===== config.mk =====
export PLATFORM = sky130hd
export DESIGN_NAME = DecodeTop
export DESIGN_NICKNAME = d
export VERILOG_FILES = /design/src/source/Rv32Pkg.sv /design/src/source/BranchUnit.sv /design/src/source/Controller.sv /design/src/source/DecodeTop.sv /design/src/source/InstDecoder.sv /design/src/source/RegisterFile.sv /design/src/source/StageID.sv
export SDC_FILE = /design/constraint.sdc
export NUM_CORES = 2
export LEC_CHECK = 0
export ABC_CLOCK_PERIOD_IN_PS = 5600
export BUFFER_PORTS_ARGS = -buffer_cell sky130_fd_sc_hd__buf_2
export CORE_MARGIN = 10
export CORE_UTILIZATION = 55
export CTS_CLUSTER_SIZE = 10
export DETAILED_ROUTE_END_ITERATION = 10
export HOLD_SLACK_MARGIN = 0.05
export PLACE_DENSITY = 0.84
export SYNTH_ARGS = -nofsm -noshare
export SYNTH_HDL_FRONTEND = slang
export SYNTH_HIERARCHICAL = 1
export SYNTH_SLANG_ARGS = --single-unit

===== constraint.sdc =====
create_clock -name i_Clock -period 5.6 [get_ports i_Clock]
set_clock_uncertainty 0.2 [all_clocks]
set_input_delay 1.4 -clock i_Clock [delete_from_list [all_inputs] [get_ports i_Clock]]
set_output_delay 1.4 -clock i_Clock [all_outputs]
set_load 0.005 [all_outputs]

===== src/source/Rv32Pkg.sv =====
package Rv32Pkg;

    // ----------------------------------------
    // Widths and plain vector types
    // ----------------------------------------

    localparam int DATA_WIDTH = 32;             // Register data and immediate
    localparam int REG_WIDTH  = 5;              // Register index
    localparam int PC_WIDTH   = 32;             // Instruction address

    typedef logic [DATA_WIDTH-1:0] Word_t;
    typedef logic [REG_WIDTH-1:0]  RegIdx_t;
    typedef logic [PC_WIDTH-1:0]   Pc_t;
    typedef logic [31:0]           Inst_t;      // Fixed RV32 encoding
    typedef logic [6:0]            Opcode_t;

    // ----------------------------------------
    // Opcodes and funct3 fields
    // ----------------------------------------

    localparam Opcode_t OP_LUI    = 7'b0110111;
    localparam Opcode_t OP_AUIPC  = 7'b0010111;
    localparam Opcode_t OP_JAL    = 7'b1101111;
    localparam Opcode_t OP_JALR   = 7'b1100111;
    localparam Opcode_t OP_BRANCH = 7'b1100011;
    localparam Opcode_t OP_LOAD   = 7'b0000011;  // Word only
    localparam Opcode_t OP_STORE  = 7'b0100011;  // Word only
    localparam Opcode_t OP_IMM    = 7'b0010011;
    localparam Opcode_t OP_REG    = 7'b0110011;

    // ALU funct3
    localparam logic [2:0] F3_ADD  = 3'b000;    // ADD and SUB
    localparam logic [2:0] F3_SLL  = 3'b001;
    localparam logic [2:0] F3_SLT  = 3'b010;
    localparam logic [2:0] F3_SLTU = 3'b011;
    localparam logic [2:0] F3_XOR  = 3'b100;
    localparam logic [2:0] F3_SR   = 3'b101;    // SRL and SRA
    localparam logic [2:0] F3_OR   = 3'b110;
    localparam logic [2:0] F3_AND  = 3'b111;

    // Branch funct3
    localparam logic [2:0] F3_BEQ  = 3'b000;
    localparam logic [2:0] F3_BNE  = 3'b001;
    localparam logic [2:0] F3_BLT  = 3'b100;
    localparam logic [2:0] F3_BGE  = 3'b101;
    localparam logic [2:0] F3_BLTU = 3'b110;
    localparam logic [2:0] F3_BGEU = 3'b111;

    // ----------------------------------------
    // Control encodings
    // ----------------------------------------

    typedef enum logic [3:0] {
        ALU_ADD, ALU_SUB, ALU_AND, ALU_OR, ALU_XOR, ALU_SLL,
        ALU_SRL, ALU_SRA, ALU_SLT, ALU_SLTU, ALU_PASSB
    } AluOp;

    typedef logic [1:0] WrDataSel_t;            // Writeback data source
    localparam WrDataSel_t SEL_ALU = 2'd0;
    localparam WrDataSel_t SEL_MEM = 2'd1;
    localparam WrDataSel_t SEL_PC4 = 2'd2;      // Link address

    typedef logic [1:0] PcSel_t;
    localparam PcSel_t PC_PLUS4 = 2'd0;
    localparam PcSel_t PC_REL   = 2'd1;         // PC + imm
    localparam PcSel_t PC_REG   = 2'd2;         // rs1 + imm, bit 0 cleared

    // Handshake FSM of the top level
    typedef enum logic [1:0] {IDLE, HOLD, DRAIN} HsState_t;

endpackage


===== src/source/BranchUnit.sv =====
`timescale 1ns/100ps

module BranchUnit (
    input  Rv32Pkg::Pc_t    i_Pc,
    input  Rv32Pkg::Word_t  i_Imm,
    input  Rv32Pkg::Word_t  i_DataA,           // rs1
    input  Rv32Pkg::Word_t  i_DataB,           // rs2
    input  logic            i_Unsigned,        // BLTU and BGEU
    input  Rv32Pkg::PcSel_t i_PcNextSel,
    output logic            o_IsEq,
    output logic            o_IsLt,
    output Rv32Pkg::Pc_t    o_PcNext
);
    import Rv32Pkg::*;

    Pc_t pcPlus4;
    Pc_t pcRel;
    Word_t regSum;                              // rs1 + imm before masking

    // ----------------------------------------
    // Compare, independent of the PC select
    // ----------------------------------------

    assign o_IsEq = (i_DataA == i_DataB);
    assign o_IsLt = i_Unsigned ? (i_DataA < i_DataB)
                               : ($signed(i_DataA) < $signed(i_DataB));

    // ----------------------------------------
    // Target addresses
    // ----------------------------------------

    assign pcPlus4 = i_Pc + Pc_t'(4);
    assign pcRel   = i_Pc + Pc_t'(i_Imm);
    assign regSum  = i_DataA + i_Imm;

    always_comb begin
        case (i_PcNextSel)
            PC_REL:  o_PcNext = pcRel;
            PC_REG:  o_PcNext = {regSum[PC_WIDTH-1:1], 1'b0};  // JALR clears bit 0
            default: o_PcNext = pcPlus4;
        endcase
    end

endmodule


===== src/source/Controller.sv =====
`timescale 1ns/100ps

module Controller (
    input  Rv32Pkg::Opcode_t    i_Op,
    input  logic [2:0]          i_Funct3,
    input  logic                i_Funct7b5,
    input  logic                i_IsEq,         // rs1 == rs2
    input  logic                i_IsLt,         // rs1 < rs2
    output Rv32Pkg::AluOp       o_AluControl,
    output logic                o_RegWrEnable,
    output logic                o_MemWrEnable,
    output Rv32Pkg::WrDataSel_t o_RegWrDataSel,
    output logic                o_OperandASel,  // 1 selects PC
    output logic                o_OperandBSel,  // 1 selects immediate
    output logic                o_CmpUnsigned,
    output Rv32Pkg::PcSel_t     o_PcNextSel
);
    import Rv32Pkg::*;

    logic isTaken;                              // Branch condition met
    AluOp funcOp;                               // ALU op from funct fields

    assign o_CmpUnsigned = (i_Funct3 == F3_BLTU) || (i_Funct3 == F3_BGEU);

    always_comb begin
        case (i_Funct3)
            F3_BEQ:           isTaken = i_IsEq;
            F3_BNE:           isTaken = !i_IsEq;
            F3_BLT, F3_BLTU:  isTaken = i_IsLt;
            F3_BGE, F3_BGEU:  isTaken = !i_IsLt;
            default:          isTaken = 1'b0;   // Reserved encodings
        endcase
    end

    // ----------------------------------------
    // ALU operation for OP and OP-IMM
    // ----------------------------------------

    always_comb begin
        case (i_Funct3)
            // Bit 30 is immediate data for ADDI
            F3_ADD:  funcOp = (i_Op == OP_REG && i_Funct7b5) ? ALU_SUB : ALU_ADD;
            F3_SLL:  funcOp = ALU_SLL;
            F3_SLT:  funcOp = ALU_SLT;
            F3_SLTU: funcOp = ALU_SLTU;
            F3_XOR:  funcOp = ALU_XOR;
            F3_SR:   funcOp = i_Funct7b5 ? ALU_SRA : ALU_SRL;
            F3_OR:   funcOp = ALU_OR;
            default: funcOp = ALU_AND;
        endcase
    end

    // ----------------------------------------
    // Main decode
    // ----------------------------------------

    always_comb begin
        o_AluControl   = ALU_ADD;               // Defaults give a no-op
        o_RegWrEnable  = 1'b0;
        o_MemWrEnable  = 1'b0;
        o_RegWrDataSel = SEL_ALU;
        o_OperandASel  = 1'b0;
        o_OperandBSel  = 1'b0;
        o_PcNextSel    = PC_PLUS4;
        case (i_Op)
            OP_REG: begin
                o_RegWrEnable = 1'b1;
                o_AluControl  = funcOp;
            end
            OP_IMM: begin
                o_RegWrEnable = 1'b1;
                o_OperandBSel = 1'b1;
                o_AluControl  = funcOp;
            end
            OP_LOAD: begin
                o_RegWrEnable  = 1'b1;
                o_OperandBSel  = 1'b1;          // Address is rs1 + imm
                o_RegWrDataSel = SEL_MEM;
            end
            OP_STORE: begin
                o_MemWrEnable = 1'b1;
                o_OperandBSel = 1'b1;
            end
            OP_BRANCH:
                o_PcNextSel = isTaken ? PC_REL : PC_PLUS4;
            OP_JAL: begin
                o_RegWrEnable  = 1'b1;
                o_OperandBSel  = 1'b1;
                o_RegWrDataSel = SEL_PC4;
                o_PcNextSel    = PC_REL;
            end
            OP_JALR: begin
                o_RegWrEnable  = 1'b1;
                o_OperandBSel  = 1'b1;
                o_RegWrDataSel = SEL_PC4;
                o_PcNextSel    = PC_REG;
            end
            OP_LUI: begin
                o_RegWrEnable = 1'b1;
                o_OperandBSel = 1'b1;
                o_AluControl  = ALU_PASSB;      // Result is the U immediate
            end
            OP_AUIPC: begin
                o_RegWrEnable = 1'b1;
                o_OperandASel = 1'b1;           // PC + U immediate
                o_OperandBSel = 1'b1;
            end
            default: ;                          // FENCE, CSR, ECALL and unknown
        endcase
    end

endmodule


===== src/source/DecodeTop.sv =====
`timescale 1ns/100ps

module DecodeTop (
    input  logic                i_Clock,
    input  logic                i_arstN,
    // Fetch handshake
    input  logic                i_InstReq,
    input  Rv32Pkg::Inst_t      i_Inst,
    input  Rv32Pkg::Pc_t        i_Pc,
    output logic                o_InstAck,
    // Writeback port
    input  logic                i_RegWrEnable,
    input  Rv32Pkg::RegIdx_t    i_RegWrAddr,
    input  Rv32Pkg::Word_t      i_RegWrData,
    // Execute handshake and ID/EX bundle
    output logic                o_ExReq,
    input  logic                i_ExAck,
    output Rv32Pkg::Opcode_t    o_Op,
    output Rv32Pkg::RegIdx_t    o_Rs1,
    output Rv32Pkg::RegIdx_t    o_Rs2,
    output Rv32Pkg::RegIdx_t    o_Rd,
    output Rv32Pkg::Word_t      o_DataA,
    output Rv32Pkg::Word_t      o_DataB,
    output Rv32Pkg::Word_t      o_MemWrData,
    output logic                o_RegWrEnable,
    output logic                o_MemWrEnable,
    output Rv32Pkg::WrDataSel_t o_RegWrDataSel,
    output Rv32Pkg::AluOp       o_AluControl,
    output logic                o_OperandASel,
    output Rv32Pkg::Pc_t        o_PcNext
);
    import Rv32Pkg::*;

    Opcode_t    idOp;
    RegIdx_t    idRs1, idRs2, idRd;
    Word_t      idDataA, idDataB, idMemWrData;
    logic       idRegWrEnable, idMemWrEnable, idOperandASel;
    WrDataSel_t idRegWrDataSel;
    AluOp       idAluControl;
    Pc_t        idPcNext;

    HsState_t hsState;
    logic     capture;                          // Accept a new instruction
    logic     ackNext;
    logic     reqNext;

    StageID stage (
        .i_Clock        (i_Clock),
        .i_arstN        (i_arstN),
        .i_Inst         (i_Inst),
        .i_Pc           (i_Pc),
        .i_RegWrAddr    (i_RegWrAddr),
        .i_RegWrData    (i_RegWrData),
        .i_RegWrEnable  (i_RegWrEnable),
        .o_Op           (idOp),
        .o_Rs1          (idRs1),
        .o_Rs2          (idRs2),
        .o_Rd           (idRd),
        .o_DataA        (idDataA),
        .o_DataB        (idDataB),
        .o_MemWrData    (idMemWrData),
        .o_RegWrEnable  (idRegWrEnable),
        .o_MemWrEnable  (idMemWrEnable),
        .o_RegWrDataSel (idRegWrDataSel),
        .o_AluControl   (idAluControl),
        .o_OperandASel  (idOperandASel),
        .o_PcNext       (idPcNext));

    // ----------------------------------------
    // Four-phase handshake FSM
    // ----------------------------------------

    assign capture = (hsState == IDLE) && i_InstReq;
    assign ackNext = o_InstAck && i_InstReq;    // Drops once req seen low
    assign reqNext = o_ExReq && !i_ExAck;       // Drops once ack seen high

    always_ff @(posedge i_Clock or negedge i_arstN) begin
        if (!i_arstN) begin
            hsState   <= IDLE;
            o_InstAck <= 1'b0;
            o_ExReq   <= 1'b0;
        end else begin
            case (hsState)
                IDLE: if (capture) begin
                    o_InstAck <= 1'b1;          // Both rise on the capture edge
                    o_ExReq   <= 1'b1;
                    hsState   <= HOLD;
                end
                HOLD: begin
                    o_InstAck <= ackNext;       // Either side may finish first
                    o_ExReq   <= reqNext;
                    if (!ackNext && !reqNext)
                        hsState <= DRAIN;
                end
                DRAIN: if (!i_ExAck)
                    hsState <= IDLE;            // Execute finished its return phase
                default: hsState <= IDLE;
            endcase
        end
    end

    // ----------------------------------------
    // ID/EX register
    // ----------------------------------------

    always_ff @(posedge i_Clock or negedge i_arstN) begin
        if (!i_arstN) begin
            o_Op           <= '0;
            o_Rs1          <= '0;
            o_Rs2          <= '0;
            o_Rd           <= '0;
            o_DataA        <= '0;
            o_DataB        <= '0;
            o_MemWrData    <= '0;
            o_RegWrEnable  <= 1'b0;
            o_MemWrEnable  <= 1'b0;
            o_RegWrDataSel <= SEL_ALU;
            o_AluControl   <= ALU_ADD;
            o_OperandASel  <= 1'b0;
            o_PcNext       <= '0;
        end else if (capture) begin             // Held stable until next IDLE
            o_Op           <= idOp;
            o_Rs1          <= idRs1;
            o_Rs2          <= idRs2;
            o_Rd           <= idRd;
            o_DataA        <= idDataA;
            o_DataB        <= idDataB;
            o_MemWrData    <= idMemWrData;
            o_RegWrEnable  <= idRegWrEnable;
            o_MemWrEnable  <= idMemWrEnable;
            o_RegWrDataSel <= idRegWrDataSel;
            o_AluControl   <= idAluControl;
            o_OperandASel  <= idOperandASel;
            o_PcNext       <= idPcNext;
        end
    end

endmodule


===== src/source/InstDecoder.sv =====
`timescale 1ns/100ps

module InstDecoder (
    input  Rv32Pkg::Inst_t   i_Inst,
    output Rv32Pkg::Opcode_t o_Op,
    output Rv32Pkg::RegIdx_t o_Rs1,
    output Rv32Pkg::RegIdx_t o_Rs2,
    output Rv32Pkg::RegIdx_t o_Rd,
    output logic [2:0]       o_Funct3,
    output logic             o_Funct7b5,       // SUB and SRA marker
    output Rv32Pkg::Word_t   o_Imm
);
    import Rv32Pkg::*;

    logic isShift;                              // Shift by immediate

    // Fixed field positions
    assign o_Op       = i_Inst[6:0];
    assign o_Rd       = i_Inst[11:7];
    assign o_Funct3   = i_Inst[14:12];
    assign o_Rs1      = i_Inst[19:15];
    assign o_Rs2      = i_Inst[24:20];
    assign o_Funct7b5 = i_Inst[30];

    assign isShift = (o_Funct3 == F3_SLL) || (o_Funct3 == F3_SR);

    // ----------------------------------------
    // Immediate by format
    // ----------------------------------------

    always_comb begin
        case (o_Op)
            OP_IMM: begin
                if (isShift)
                    o_Imm = {27'b0, i_Inst[24:20]};            // Shift amount only
                else
                    o_Imm = {{20{i_Inst[31]}}, i_Inst[31:20]};
            end
            OP_JALR, OP_LOAD:
                o_Imm = {{20{i_Inst[31]}}, i_Inst[31:20]};     // I format
            OP_STORE:
                o_Imm = {{20{i_Inst[31]}}, i_Inst[31:25], i_Inst[11:7]};
            OP_BRANCH:
                o_Imm = {{19{i_Inst[31]}}, i_Inst[31], i_Inst[7],
                         i_Inst[30:25], i_Inst[11:8], 1'b0};
            OP_LUI, OP_AUIPC:
                o_Imm = {i_Inst[31:12], 12'b0};                // U format
            OP_JAL:
                o_Imm = {{11{i_Inst[31]}}, i_Inst[31], i_Inst[19:12],
                         i_Inst[20], i_Inst[30:21], 1'b0};
            default:
                o_Imm = '0;
        endcase
    end

endmodule


===== src/source/RegisterFile.sv =====
`timescale 1ns/100ps

module RegisterFile (
    input  logic             i_Clock,
    input  logic             i_arstN,
    // Write port
    input  logic             i_WrEnable,
    input  Rv32Pkg::RegIdx_t i_WrAddr,
    input  Rv32Pkg::Word_t   i_WrData,
    // Read ports
    input  Rv32Pkg::RegIdx_t i_RdAddrA,
    output Rv32Pkg::Word_t   o_RdDataA,
    input  Rv32Pkg::RegIdx_t i_RdAddrB,
    output Rv32Pkg::Word_t   o_RdDataB
);
    import Rv32Pkg::*;

    Word_t regs [2**REG_WIDTH];

    // x0 never written so it stays zero after reset
    always_ff @(posedge i_Clock or negedge i_arstN) begin
        if (!i_arstN) begin
            for (int i = 0; i < 2**REG_WIDTH; i++)
                regs[i] <= '0;
        end else if (i_WrEnable && i_WrAddr != '0) begin
            regs[i_WrAddr] <= i_WrData;
        end
    end

    // Reads see a write only after its edge
    assign o_RdDataA = regs[i_RdAddrA];
    assign o_RdDataB = regs[i_RdAddrB];

endmodule


===== src/source/StageID.sv =====
`timescale 1ns/100ps

module StageID (
    input  logic                i_Clock,
    input  logic                i_arstN,
    // From fetch
    input  Rv32Pkg::Inst_t      i_Inst,
    input  Rv32Pkg::Pc_t        i_Pc,
    // From writeback
    input  Rv32Pkg::RegIdx_t    i_RegWrAddr,
    input  Rv32Pkg::Word_t      i_RegWrData,
    input  logic                i_RegWrEnable,
    // Decoded bundle
    output Rv32Pkg::Opcode_t    o_Op,
    output Rv32Pkg::RegIdx_t    o_Rs1,
    output Rv32Pkg::RegIdx_t    o_Rs2,
    output Rv32Pkg::RegIdx_t    o_Rd,
    output Rv32Pkg::Word_t      o_DataA,
    output Rv32Pkg::Word_t      o_DataB,
    output Rv32Pkg::Word_t      o_MemWrData,
    output logic                o_RegWrEnable,
    output logic                o_MemWrEnable,
    output Rv32Pkg::WrDataSel_t o_RegWrDataSel,
    output Rv32Pkg::AluOp       o_AluControl,
    output logic                o_OperandASel,
    output Rv32Pkg::Pc_t        o_PcNext
);
    import Rv32Pkg::*;

    logic [2:0] decFunct3;
    logic       decFunct7b5;
    Word_t      decImm;
    logic       ctrlOperandBSel;
    logic       ctrlCmpUnsigned;
    PcSel_t     ctrlPcNextSel;
    Word_t      regDataB;                       // rs2 before the B mux
    logic       cmpIsEq;
    logic       cmpIsLt;

    InstDecoder decoder (
        .i_Inst     (i_Inst),
        .o_Op       (o_Op),
        .o_Rs1      (o_Rs1),
        .o_Rs2      (o_Rs2),
        .o_Rd       (o_Rd),
        .o_Funct3   (decFunct3),
        .o_Funct7b5 (decFunct7b5),
        .o_Imm      (decImm));

    Controller ctrl (
        .i_Op           (o_Op),
        .i_Funct3       (decFunct3),
        .i_Funct7b5     (decFunct7b5),
        .i_IsEq         (cmpIsEq),
        .i_IsLt         (cmpIsLt),
        .o_AluControl   (o_AluControl),
        .o_RegWrEnable  (o_RegWrEnable),
        .o_MemWrEnable  (o_MemWrEnable),
        .o_RegWrDataSel (o_RegWrDataSel),
        .o_OperandASel  (o_OperandASel),
        .o_OperandBSel  (ctrlOperandBSel),
        .o_CmpUnsigned  (ctrlCmpUnsigned),
        .o_PcNextSel    (ctrlPcNextSel));

    // Written only from the writeback port
    RegisterFile regs (
        .i_Clock    (i_Clock),
        .i_arstN    (i_arstN),
        .i_WrEnable (i_RegWrEnable),
        .i_WrAddr   (i_RegWrAddr),
        .i_WrData   (i_RegWrData),
        .i_RdAddrA  (o_Rs1),
        .o_RdDataA  (o_DataA),
        .i_RdAddrB  (o_Rs2),
        .o_RdDataB  (regDataB));

    BranchUnit branch (
        .i_Pc        (i_Pc),
        .i_Imm       (decImm),
        .i_DataA     (o_DataA),
        .i_DataB     (regDataB),
        .i_Unsigned  (ctrlCmpUnsigned),
        .i_PcNextSel (ctrlPcNextSel),
        .o_IsEq      (cmpIsEq),
        .o_IsLt      (cmpIsLt),
        .o_PcNext    (o_PcNext));

    // Operand B mux
    assign o_DataB     = ctrlOperandBSel ? decImm : regDataB;
    assign o_MemWrData = regDataB;              // Store data is always rs2

endmodule


# Yosys cells after proc, flatten, opt, wreduce, memory -nomap -nowiden
# Cells that the tools add are included.
# word_totals
regBits	1187
output_inout_bits	161
elab_cells	145
# classes
addsub	3
magnitude_cmp	6
n_eq_ne	24
n_mux	33
bitwise_logic	3
n_reduce_logical	28
# ops
op	count
bitwise mux 1024 bit	1
binary-select mux 32 bit (select 5 bit)	2
2-to-1 mux 32 bit	7
case mux 32 bit (6 select lines)	1
demux 32 bit (select 5 bit)	1
adder 32 bit	2
less-than comparator 32 bit	2
case mux 32 bit (2 select lines)	1
adder 32 x 3 -> 32 bit (second input constant)	1
== test 32 bit	1
case mux 4 bit (7 select lines)	1
== test 7 x 6 -> 1 bit (second input constant)	3
== test 7 bit (second input constant)	3
greater-or-equal comparator 6 bit (second input constant)	3
inverter 5 -> 6 bit	3
== test 7 x 5 -> 1 bit (second input constant)	2
OR reduction 7 bit	2
== test 3 bit (second input constant)	4
case mux 2 bit (3 select lines)	2
OR reduction 2 bit	6
2-to-1 mux 1 bit	9
case mux 4 bit (2 select lines)	1
== test 7 x 2 -> 1 bit (second input constant)	1
logical AND 1 bit	7
18 further kinds	31

# Logic depth before layout (Yosys ltp)
# depth
ltp_word	12
ltp_mapped	31
ltp_nobuf	26

# Hierarchy
# The synthesis kept the hierarchy.
# modules_own_cells
mod	n_inst	cells_per_inst	area_each_um2	seq_area_each_um2
RegisterFile	1	4601	55927.4	25624.6
DecodeTop	1	356	6550.0	4078.9
BranchUnit	1	755	5358.9	0.0
InstDecoder	1	94	709.4	0.0
StageID	1	36	544.3	0.0
Controller	1	46	282.8	0.0

# Worst setup path before layout
# OpenSTA, ideal clock, no wires.
# synth_timing
kind	in2reg
from	input i_Inst[16]
to	register o_PcNext[26]
setup_time_ns	0.125
t_arrival_ns	6.628
required_ns	5.275
setup_slack_ns	-1.354
stages	29
cell_sequence	buf_4 > buf_2 > buf_4 > buf_2 > buf_2 > mux2i_1 > nand2_1 > a31oi_1 > nand3_1 > ha_1 > a21o_1 > a21o_1 > a21o_1 > a21o_1 > a221o_1 > a2111oi_0 > o21ai_1 > nand3_1 > a21oi_1 > a211o_1 > o31ai_2 > inv_1 > ha_1 > clkbuf_1 > nor2_1 > and3_1 > a221oi_1 > o211ai_1 > mux2_4
# synth_between
elab_chain_len	12
word_cells_on_any_way	19
# synth_rtl
item	line_no	source
start: declaration	DecodeTop.sv:8	input Rv32Pkg::Inst_t i_Inst,
inverter 5 -> 6 bit (not written as such) (*)	RegisterFile.sv:31	assign o_RdDataA = regs[i_RdAddrA];
binary-select mux 32 bit (select 5 bit) (*)	RegisterFile.sv:31	
2-to-1 mux 32 bit (not written as such) (*) (2 in a row)	RegisterFile.sv:31	
net idDataA[17]	DecodeTop.sv:36	Word_t idDataA, idDataB, idMemWrData;
less-than comparator 32 bit (on tied branches)	BranchUnit.sv:26, BranchUnit.sv:25	
2-to-1 mux 1 bit (*)	BranchUnit.sv:25	assign o_IsLt = i_Unsigned ? (i_DataA < i_DataB)
net stage.cmpIsLt	StageID.sv:38	logic cmpIsLt;
logical NOT 1 bit	Controller.sv:30	F3_BGE, F3_BGEU: isTaken = !i_IsLt;
case mux 1 bit (4 select lines) (*)	Controller.sv:26	case (i_Funct3)
2-to-1 mux 1 bit (*)	Controller.sv:85	o_PcNextSel = isTaken ? PC_REL : PC_PLUS4;
case mux 2 bit (3 select lines) (*)	Controller.sv:65	case (i_Op)
net stage.ctrlPcNextSel[0]	StageID.sv:35	PcSel_t ctrlPcNextSel;
== test 2 bit or == test 2 x 1 -> 1 bit (tied branches)	BranchUnit.sv:37	case (i_PcNextSel)
case mux 32 bit (2 select lines) (*)	BranchUnit.sv:37	
net idPcNext[26]	DecodeTop.sv:40	Pc_t idPcNext;
end signal: assignment	DecodeTop.sv:134	o_PcNext <= idPcNext;
end: declaration	DecodeTop.sv:30	output Rv32Pkg::Pc_t o_PcNext
# Mark *: on every way through the listed nets, which the timed path passes. The rest lies on a longest branch. The select of a mux whose other input is x is not followed.
# A chain may end at the register's enable or synchronous reset.

# Worst setup path in the final report
# layout_timing
from	input i_Inst[21]
to	register o_PcNext[4]
# layout_between
elab_chain_len	12
word_cells_on_any_way	20
# layout_rtl
item	line_no	source
inverter 5 -> 6 bit (not written as such) (*)	RegisterFile.sv:32	assign o_RdDataB = regs[i_RdAddrB];
binary-select mux 32 bit (select 5 bit) (*)	RegisterFile.sv:32	
2-to-1 mux 32 bit (not written as such) (*) (2 in a row)	RegisterFile.sv:32	
net idMemWrData[17]	DecodeTop.sv:36	
less-than comparator 32 bit (on tied branches)	BranchUnit.sv:26, BranchUnit.sv:25	
2-to-1 mux 1 bit (*)	BranchUnit.sv:25	
net stage.cmpIsLt	StageID.sv:38	
logical NOT 1 bit	Controller.sv:30	
case mux 1 bit (4 select lines) (*)	Controller.sv:26	
2-to-1 mux 1 bit (*)	Controller.sv:85	
case mux 2 bit (3 select lines) (*)	Controller.sv:65	
net stage.ctrlPcNextSel[0]	StageID.sv:35	
== test 2 bit or == test 2 x 1 -> 1 bit (tied branches)	BranchUnit.sv:37	
case mux 32 bit (2 select lines) (*)	BranchUnit.sv:37	
net idPcNext[4]	DecodeTop.sv:40	
# Marked as above.

==> run_results.csv <==
group,metric,value,unit
run_status,status,"finished with violations",
run_status,violations,"setup timing",
sta,max_slew_margin,0.157,
grt,grt_max_degree,140,
logic_synthesis,synthFlopType,"dfrtp_1",
sta,max_freq,0.144,GHz
pwr,powerDensity,345,nW/um2
routing,num_vias,58300,
logic_synthesis,netlist_area,69400,um2
critical_path,critPathLaunch,"i_Inst[21]",
cells_and_area,seq_area,29700,um2
floorplan,rows,130,
floorplan,core,125000,um2
routing,drt-wirelength-per-cell,32.3,um
clock_tree,path_clk_slew,0.05,ns
sta,worst_pin_slew,1.26,ns
critical_path,startpoint_type,"input port",
logic_synthesis,ys_types,96,
clock_tree,clock-sinks,1187,
clock_tree,cts_max_level,4,
floorplan,start_util,0.553,
sta,min_period,6.93,ns
critical_path,crit_end,"o_PcNext[4]",
cells_and_area,multiInputGateArea,37000,um2
critical_path,reg2reg_depth,24,
logic_synthesis,synth_warnings,6,
critical_path,worstSetupPathType,"in2reg",
sta,setup_violations,34,
job,drv_cap,0,
logic_synthesis,syn_nets,6092,
logic_synthesis,netlist_instances,5888,
sta,finalMaxSlewViolations,0,
pwr,vdd_drop_max,384,uV
grt,grt_pass1_wl,377,mm
logic_synthesis,async_flop_share,1.00,
sta,fin_crit_sh,1.24,
routing,ant_nets,0,
cells_and_area,stdcell_area,81800,um2
clock_tree,cts_tree,"built",
routing,dr.pass1.iters,9,
critical_path,crit_arrival,7.41,ns
place,hpwlAfterDp,159,mm
floorplan,die_w,375,um
routing,viasPerCell,7.12,
logic_synthesis,ys_seq_area_frac,0.428,
critical_path,crit_required,6.07,ns
place,gp_congestion,0.984,
floorplan,fp.dieH,375,um
hold_path,min_path_type,"reg2reg",
critical_path,end_kind,"flop",
cells_and_area,finalNetCount,6686,
pwr,p_leak,39.6,nW
grt,grt_overflow,0,
clock_tree,clockBufferDepth,3,
sta,hold_violations,0,
hold_path,hp-start,"stage/regs/regs[1014]",
clock_tree,cts_root_buf,"clkbuf_16",
clock_tree,cts_buffers,138,
grt,antenna_found_initial,25,
sta,layout_setup_ws,-1.33,ns
clock_tree,worst_skew_pair.late_latency,0.82,ns
place,pre_cts_slack,-1.78,ns
pwr,power,28.2,mW
floorplan,dieArea,141000,um2
place,placed_cell_area,75900,um2
critical_path,r2r_end,"o_PcNext[4]",
cells_and_area,nFillCells,8370,
floorplan,io_pins,267,
critical_path,cp_max_fo,31,
sta,rsz0062_at_grt,"true",
routing,initialDrtViolationCount,8785,
sta,finalSetupTns,-39.92,ns
logic_synthesis,synth-edff-count,0,
logic_synthesis,syn_area_per_cell,11.8,um2
cells_and_area,layout-drive-gt1-share,0.383,
grt,first_global_vias,59300,
logic_synthesis,ys_ff_latch,1187,
cells_and_area,area.growth.synth_to_final,17.9,%
clock_tree,cts_hold_buf,0,
place,portBuffers,266,
critical_path,r2r_slack,-0.55,ns
critical_path,r2r_start,"stage/regs/regs[401]",
grt,grt_usage,0.349,
routing,finalWirelength,264,mm
routing,remaining_drc_errors,0,
[report_power, final]
| part | switching, mW | internal [mW] | leakage, nW |
|---|---|---|---|
| Sequential | 1.67 | 10.5 | 15.1 |
| Clock | 3.69 | 4.50 | 1.85 |
| Combinational | 3.82 | 4.01 | 22.6 |
[worst max-delay path, cell delays in order]
cell       delay (ns)
buf_16           0.14
buf_16           0.15
buf_12           0.12
buf_4            0.14
mux2i_1          0.78
a22oi_1          0.23
a31oi_1          0.26
nand3_2          0.13
inv_1            0.09
ha_1             0.25
a21o_1           0.23
a21o_1           0.21
a21o_1           0.20
a21o_1           0.18
a221o_1          0.37
a2111oi_4        0.34
o21ai_1          0.15
nand3_2          0.12
a21oi_2          0.06
a211o_1          0.27
o31ai_2          0.21
inv_1            0.11
ha_4             0.29
buf_6            0.14
buf_16           0.17
a221oi_2         0.24
a21oi_1          0.10
mux2_4           0.26
[metal layers]
layer / vias up / global-route usage / part of all wire
met5: - / 0 / 0.0010
met3: 1846 / 0.114 / 0.13
li1: 22900 / - / -
met4: 22 / 0.290 / 0.10
met1: 28500 / 0.403 / 0.34
met2: 5017 / 0.524 / 0.43
[metrics by stage]
| step | util | cells | hold slack [ns] |
|---|---|---|---|
| finish | 0.652 | 8181 | 0.204 |
| global route | 0.652 | 8171 | 0.212 |
| CTS | 0.647 | 8136 | 0.200 |
| detailed placement | 0.605 | 7876 | 0.188 |
| global placement | 0.605 | 7876 | 0.184 |
| floorplan | - | 5888 | 0.249 |
[how the worst min path moves through the flow]
| stage | to | cells past startpoint |
|---|---|---|
| floorplan | stage/regs/regs[1000] | 1 |
| finish | stage/regs/regs[1014] | 0 |
| CTS | stage/regs/regs[1015] | 0 |
| global placement | stage/regs/regs[1021] | 0 |
| detailed placement | stage/regs/regs[1015] | 0 |
| global route | stage/regs/regs[1014] | 0 |
[flip-flops by register name, summed over array words and instances (netlist names), 2 cells and up]
name / flops
stage/regs/regs: 1024
o_DataA: 32
o_DataB: 32
o_MemWrData: 32
o_PcNext: 32
o_Op: 7
o_Rd: 5
o_Rs1: 5
o_Rs2: 5
o_AluControl: 4
hsState: 2
o_RegWrDataSel: 2
[cell usage after synthesis (all sizes together), types with 16 or more instances]
library cell	number	area, um2
a21o	63	487
a21oi	260	1310
a221oi	16	140
a22o	135	1180
a22oi	201	1510
a31oi	80	507
and2	16	101
and3	17	113
buf	300	2190
clkbuf	249	937
dfrtp	1187	29700
ha	96	1200
inv	67	251
mux2	1183	13800
mux2i	1030	10300
nand2	285	1070
nand3	224	1120
nand4	17	106
nor2	75	402
nor2b	16	100
nor3	80	400
o21ai	52	279
xnor2	47	412
xor2	31	272
[kinds of logic after synthesis]
group | after synthesis | synth area share
buf+inv | 616 | 0.0487
simple gates | 800 | 0.0574
xor+xnor | 78 | 0.00985
fa+ha+maj | 98 | 0.0179
compound gates | 896 | 0.0903
flops | 1187 | 0.428
mux | 2213 | 0.348
[cell usage in the layout, fill, tap and decap left out, types with 17 or more instances in the layout]
cell / n
mux2_2: 1010
buf_2: 259
buf_4: 573
xor2_1: 31
nor2_1: 55
inv_1: 66
a22o_1: 135
buf_12: 116
nand3_2: 19
dfrtp_1: 1187
mux2_1: 37
nand4_1: 17
nor3_1: 72
a22oi_1: 193
mux2_4: 136
o21ai_0: 34
diode_2: 21
nand2_1: 266
a21oi_1: 253
nand3_1: 205
xnor2_1: 47
ha_1: 92
a31oi_1: 73
mux2i_1: 1022
a21o_1: 52
nor2_4: 20
clkbuf_16: 142
buf_6: 27
[final cells by class]
type / count / area share
clock inverters: 16 / 0.00245
multi-input cells: 4086 / 0.453
clock buffers: 152 / 0.0436
repair buffers: 1002 / 0.109
flip-flops and latches: 1187 / 0.363
inverters: 67 / 0.00314
well taps: 1650 / 0.0252
diodes: 21 / 0.000642
[timing repair]
item,in CTS,in global routing
endpoints found under the setup margin,32,36
gates resized for setup,104,59
pin swaps,19,18
gates cloned,10,3
setup buffers,82,33
No activity file was read; power rests on OpenSTA's default activity.
